$ cat src/source/mem_macros.svh
`ifndef MEM_MACROS_SVH
`define MEM_MACROS_SVH

// byte address seen on the AXI side
`define ADDR_W 16

`define DATA_W 32

// one strobe bit per byte lane
`define STRB_W (`DATA_W / 8)

`define PROT_W 3

// storage size in words
`define DEPTH_WORDS 1024

`define WORD_ADDR_W 10

`endif

$ cat src/source/axi_lite_pkg.sv
`include "mem_macros.svh"

package axi_lite_pkg;

	typedef enum logic [1:0] {
		OKAY   = 2'b00,
		SLVERR = 2'b10
	} resp_t;

	// write address channel payload
	typedef struct packed {
		logic [`ADDR_W-1:0] addr;
		logic [`PROT_W-1:0] prot;
	} axi_aw_t;

	typedef struct packed {
		logic [`DATA_W-1:0] data;
		logic [`STRB_W-1:0] strb;
	} axi_w_t;

	// read address channel payload
	typedef struct packed {
		logic [`ADDR_W-1:0] addr;
		logic [`PROT_W-1:0] prot;
	} axi_ar_t;

	typedef struct packed {
		logic [`DATA_W-1:0] data;
		resp_t              resp;
	} axi_r_t;

endpackage

$ cat src/source/bram_pkg.sv
`include "mem_macros.svh"

package bram_pkg;

	// one request on a block-RAM port
	typedef struct packed {
		logic                    en;
		logic [`STRB_W-1:0]      we;
		logic [`WORD_ADDR_W-1:0] addr;
		logic [`DATA_W-1:0]      wdata;
	} bram_req_t;

endpackage

$ cat src/source/axi_bram_ctrl.sv
`timescale 1ns/1ps
`include "mem_macros.svh"

module axi_bram_ctrl (
	input  logic                 clk,
	input  logic                 rst_n,

	input  axi_lite_pkg::axi_aw_t aw,
	input  logic                 awvalid,
	output logic                 awready,

	input  axi_lite_pkg::axi_w_t  w,
	input  logic                 wvalid,
	output logic                 wready,

	output axi_lite_pkg::resp_t   bresp,
	output logic                 bvalid,
	input  logic                 bready,

	input  axi_lite_pkg::axi_ar_t ar,
	input  logic                 arvalid,
	output logic                 arready,

	output axi_lite_pkg::axi_r_t  r,
	output logic                 rvalid,
	input  logic                 rready,

	output bram_pkg::bram_req_t   bram,
	input  logic [`DATA_W-1:0]   bram_rdata
);
	import axi_lite_pkg::*;

	typedef enum logic [2:0] {
		st_idle,
		st_write,
		st_write_resp,
		st_read,
		st_read_wait,
		st_read_resp
	} state_t;

	localparam int unsigned MEM_BYTES = `DEPTH_WORDS * 4;

	state_t state;
	logic last_wr;
	logic wr_req, rd_req;
	logic grant_wr, grant_rd;

	logic [`ADDR_W-1:0] addr_q;
	logic [`DATA_W-1:0] wdata_q;
	logic [`STRB_W-1:0] strb_q;
	logic [`DATA_W-1:0] rdata_q;
	logic [`DATA_W-1:0] rd_word;
	logic err_q;

	function automatic logic out_of_range(logic [`ADDR_W-1:0] addr);
		return 32'(addr) >= MEM_BYTES;
	endfunction

	assign wr_req = awvalid && wvalid;
	assign rd_req = arvalid;

	// on a tie the kind not served last goes first
	assign grant_wr = (state == st_idle) && wr_req && (!rd_req || !last_wr);
	assign grant_rd = (state == st_idle) && rd_req && (!wr_req || last_wr);

	assign awready = grant_wr;
	assign wready  = grant_wr;
	assign arready = grant_rd;

	always_ff @(posedge clk) begin
		if (!rst_n) begin
			state   <= st_idle;
			last_wr <= 1'b0;
		end else begin
			case (state)
				st_idle: begin
					if (grant_wr) begin
						state   <= st_write;
						last_wr <= 1'b1;
					end else if (grant_rd) begin
						state   <= st_read;
						last_wr <= 1'b0;
					end
				end
				st_write: begin
					state <= bready ? st_idle : st_write_resp;
				end
				st_write_resp: begin
					if (bready) begin
						state <= st_idle;
					end
				end
				st_read: begin
					state <= st_read_wait;
				end
				st_read_wait: begin
					state <= rready ? st_idle : st_read_resp;
				end
				st_read_resp: begin
					if (rready) begin
						state <= st_idle;
					end
				end
				default: begin
					state <= st_idle;
				end
			endcase
		end
	end

	// latch the request at the address handshake
	always_ff @(posedge clk) begin
		if (grant_wr) begin
			addr_q  <= aw.addr;
			wdata_q <= w.data;
			strb_q  <= w.strb;
			err_q   <= out_of_range(aw.addr);
		end else if (grant_rd) begin
			addr_q <= ar.addr;
			err_q  <= out_of_range(ar.addr);
		end
		// held here while rready is low
		if (state == st_read_wait) begin
			rdata_q <= rd_word;
		end
	end

	always_comb begin
		bram       = '0;
		bram.addr  = addr_q[`WORD_ADDR_W+1:2];
		bram.wdata = wdata_q;
		if (state == st_write && !err_q) begin
			bram.en = 1'b1;
			bram.we = strb_q;
		end else if (state == st_read && !err_q) begin
			bram.en = 1'b1;
		end
	end

	// out of range reads return zero
	assign rd_word = err_q ? '0 : bram_rdata;

	assign bvalid = (state == st_write) || (state == st_write_resp);
	assign bresp  = err_q ? SLVERR : OKAY;

	assign rvalid = (state == st_read_wait) || (state == st_read_resp);
	assign r.data = (state == st_read_wait) ? rd_word : rdata_q;
	assign r.resp = err_q ? SLVERR : OKAY;

endmodule

$ cat config.mk
export PLATFORM = sky130hd
export DESIGN_NAME = axi_bram_ctrl
export DESIGN_NICKNAME = d
export VERILOG_FILES = /design/src/source/axi_lite_pkg.sv /design/src/source/bram_pkg.sv /design/src/source/axi_bram_ctrl.sv
export VERILOG_INCLUDE_DIRS = /design/src /design/src/source
export SDC_FILE = /design/constraint.sdc
export NUM_CORES = 1
export LEC_CHECK = 0
export BUFFER_PORTS_ARGS = -buffer_cell sky130_fd_sc_hd__buf_4
export CAP_MARGIN = 0
export CORE_ASPECT_RATIO = 1.2
export CORE_MARGIN = 1.5
export CORE_UTILIZATION = 38
export CTS_BUF_LIST = sky130_fd_sc_hd__clkbuf_4 sky130_fd_sc_hd__clkbuf_8 sky130_fd_sc_hd__clkbuf_16
export DETAILED_ROUTE_END_ITERATION = 8
export MAX_ROUTING_LAYER = met4
export PLACE_DENSITY_LB_ADDON = 0.05
export SLEW_MARGIN = 20
export SYNTH_ARGS = -nofsm -noshare
export SYNTH_HDL_FRONTEND = slang
export SYNTH_SLANG_ARGS = --single-unit
$ cat constraint.sdc
create_clock -name clk -period 2.6 [get_ports clk]
set_input_delay 0.39 -clock clk [delete_from_list [all_inputs] [get_ports clk]]
set_output_delay 0.39 -clock clk [all_outputs]
set_load 0.1 [all_outputs]
==> insert_results.sql <==
INSERT INTO impl_metrics (metric_group, metric, value, unit) VALUES
('synth', 'synth_mux_area_frac', '0.0502', ''),
('synth', 'synth_top_family_by_area', 'simple AND/OR/NAND/NOR gates', ''),
('power', 'cellLeakagePower', '0.00223', 'uW'),
('floorplan', 'total_die_area', '0.00875', 'mm^2'),
('worst_setup_path', 'worstPathCellList', 'or3_4 -> or3b_4 -> clkinvlp_4 -> buf_4', ''),
('sta', 'final_hold_viol_count', '0', ''),
('floorplan', 'ioPinCount', '201', ''),
('synth', 'synthAdderAreaFrac', '0', ''),
('worst_setup_path', 'crit_path_slowest_cell', 'or3_4', ''),
('synth', 'synth_area_per_cell', '12.7', 'um^2'),
('worst_setup_path', 'timing.critical_path.slowest_cell_delay', '0.44', 'ns'),
('clock_tree', 'cts_setup_buffers', '0', ''),
('sta', 'timing_max_transition_violations_final', '0', ''),
('detailed_routing', 'dr_drc_count', '10', ''),
('synth', 'syn-cell-area', '0.00311', 'mm^2'),
('worst_setup_path', 'data_arrival_time_of_the_critical_path', '2.15', 'ns'),
('clock_tree', 'clk_path_buf_depth', '2', ''),
('clock_tree', 'clock_sink_count', '83', ''),
('cells_and_area', 'final_net_count', '549', ''),
('synth', 'synth_xor_area_frac', '0.00281', ''),
('placed_design', 'dp_hpwl', '5400', 'um'),
('detailed_routing', 'routed_wire_length_per_instance', '13.5', 'um'),
('sta', 'grt_setup_unrepaired', 'yes', ''),
('worst_setup_path', 'critical_path_peak_fanout', '10', ''),
('clock_tree', 'cts_inserted_buffers', '9', ''),
('sta', 'finalCriticalPeriod', '2.54', 'ns'),
('synth', 'synth.distinct_cells', '30', ''),
('synth', 'proportion_of_synthesized_chip_area_in_sequential_cells', '0.685', ''),
('worst_setup_path', 'r2r-start', 'state[1]', ''),
('status', 'failed_checks', 'DRC', ''),
('sta', 'finalHoldWorstSlack', '0.216', 'ns'),
('floorplan', 'coreArea', '0.00802', 'mm^2'),
('worst_setup_path', 'cp-start-kind', 'register', ''),
('clock_tree', 'cts.reportedPaths.clkPinSlew', '0.09', 'ns'),
('sta', 'period_share', '0.977', ''),
('detailed_routing', 'drt-total-wl', '7210', 'um'),
('sta', 'max_frequency', '394', 'MHz'),
('synth', 'synthesis.yosys.warnings', '0', ''),
('floorplan', 'fp.dieW', '85.6', 'um'),
('flow_run', 'drv_cap', '0', ''),
('floorplan', 'start_util', '0.388', ''),
('worst_setup_path', 'worst_setup_path_startpoint', 'state[1]', ''),
('placed_design', 'dp_worst_setup_slack', '0.423', 'ns'),
('detailed_routing', 'drt_iter0_markers', '90', ''),
('placed_design', 'placed_cells', '520', ''),
('synth', 'netlist_instances', '245', ''),
('clock_tree', 'worstSkewPairLatency', '0.34', 'ns'),
('cells_and_area', 'post_route_cells_drive_above_1_share', '0.590', ''),
('synth', 'synth.ff_latch_count', '83', ''),
('clock_tree', 'clock_tree.root_cell', 'clkbuf_8', ''),
('clock_tree', 'tritoncts', 'done', ''),
('grt', 'global_route.usage.total', '0.165', ''),
('floorplan', 'floorplan.die.height', '102', 'um'),
('cells_and_area', 'final_common_cell', 'buf_4', ''),
('synth', 'synthesized_area_fraction_occupied_by_ao_oa_aoi_and_oai_cells', '0.0695', ''),
('placed_design', 'gpl.final_weighted_congestion', '0.819', ''),
('grt', 'grt_antenna_before_repair', '0', ''),
('worst_setup_path', 'critical_path.endpoint_type', 'output port', ''),
('status', 'run_status', 'finished with violations', ''),
('grt', 'grt_start_max_net_pins', '43', ''),
('sta', 'final.setup.worst_slack', '0.0600', 'ns'),
('cells_and_area', 'number_of_standard_cells_in_the_layout_taps_in_and_fillers_out', '536', ''),
('detailed_routing', 'antenna_violating_nets_post_route', '0', ''),
('worst_hold_path', 'hold_path_startpoint', 'w[25]', ''),
('worst_setup_path', 'cp_top_family', 'simple AND/OR/NAND/NOR gates', ''),
('grt', 'grt_pass1_wl', '10600', 'um'),
('sta', 'sum_of_negative_setup_slack', '0', 'ns'),
('detailed_routing', 'drtPass1Iterations', '6', ''),
('sta', 'worst_clock_skew', '0.00771', 'ns'),
('cells_and_area', 'fill_cells', '679', ''),
('grt', 'via_count_of_the_first_global_routing_pass', '2276', '');
worst paths after layout:
path / endpoint / slack (ns) / cells past startpoint
setup / recovery: awready / 0.06 / 4
hold / removal: wdata_q[21] / 0.22 / 1
setup reg to reg: wdata_q[6] / 0.51 / 4
hold reg to reg: rdata_q[3] / 0.45 / 2
sequential cells by signal, indices dropped and copies added, names as in the netlist:
register,cells
rdata_q,32
addr_q,10
state,3
last_wr,1
wdata_q,32
err_q,1
strb_q,4
Yosys cell counts (all sizes together):
cell type | instances | area share
mux2 | 10 | 0.047
nand2 | 35 | 0.042
a21oi | 1 | 0.0016
a311oi | 1 | 0.0028
buf | 8 | 0.023
clkbuf | 10 | 0.012
nor3b | 4 | 0.0096
a21boi | 1 | 0.0024
nor2b | 2 | 0.0040
xnor2 | 1 | 0.0028
mux2i | 1 | 0.0032
nand4b | 2 | 0.0056
dfxtp | 36 | 0.23
inv | 3 | 0.0036
conb | 1 | 0.0012
a21o | 1 | 0.0024
nor2 | 4 | 0.0048
or3b | 2 | 0.0064
o21ai | 33 | 0.053
nand2b | 32 | 0.064
or3 | 1 | 0.0036
a2bb2oi | 1 | 0.0028
o31ai | 1 | 0.0024
nor4 | 2 | 0.0040
a31oi | 1 | 0.0020
edfxtp | 47 | 0.45
and2 | 4 | 0.0080
cells by family after synthesis:
kind of cell | Yosys count
simple gates | 88
flops | 83
compound gates | 40
buf+inv | 21
mux | 11
xor+xnor | 1
other cells | 1
area by class of cell:
class / instances / area (um^2) / share of cell area
clock inverters: 6 / 87.6 / 0.0173
clock buffers: 10 / 131 / 0.0259
repair buffers: 197 / 1500 / 0.297
well taps: 95 / 119 / 0.0235
flip-flops and latches: 83 / 2130 / 0.421
multi-input cells: 142 / 1080 / 0.213
inverters: 3 / 15.0 / 0.00296
stage by stage:
step,util,area [um^2],total power [uW]
global route,0.632,5070,6830
global placement,0.605,4850,5590
CTS,0.632,5070,6650
finish,0.632,5070,6590
floorplan,-,3340,4920
detailed placement,0.605,4850,5630
routing by layer:
layer / wire, um / part of all wire / track usage / vias up
met3: 601 / 0.083 / 0.0347 / 18
met2: 3730 / 0.52 / 0.267 / 115
li1: - / - / - / 1230
met5: 0 / 0 / - / -
met1: 2660 / 0.37 / 0.190 / 1114
met4: 225 / 0.031 / 0.0993 / 0
timing repair:
action	in CTS	in global routing
gates resized for setup	0	0
endpoints found under the setup margin	0	2
hold buffers	0	0
power by group:
group	switching [uW]	leakage, uW	total, uW	internal (uW)
registers	90.7	0.000737	1830	1740
logic	2970	0.00138	3750	782
clock network	457	0.000104	1010	552
Note: power is estimated with default switching activity, not from simulation.
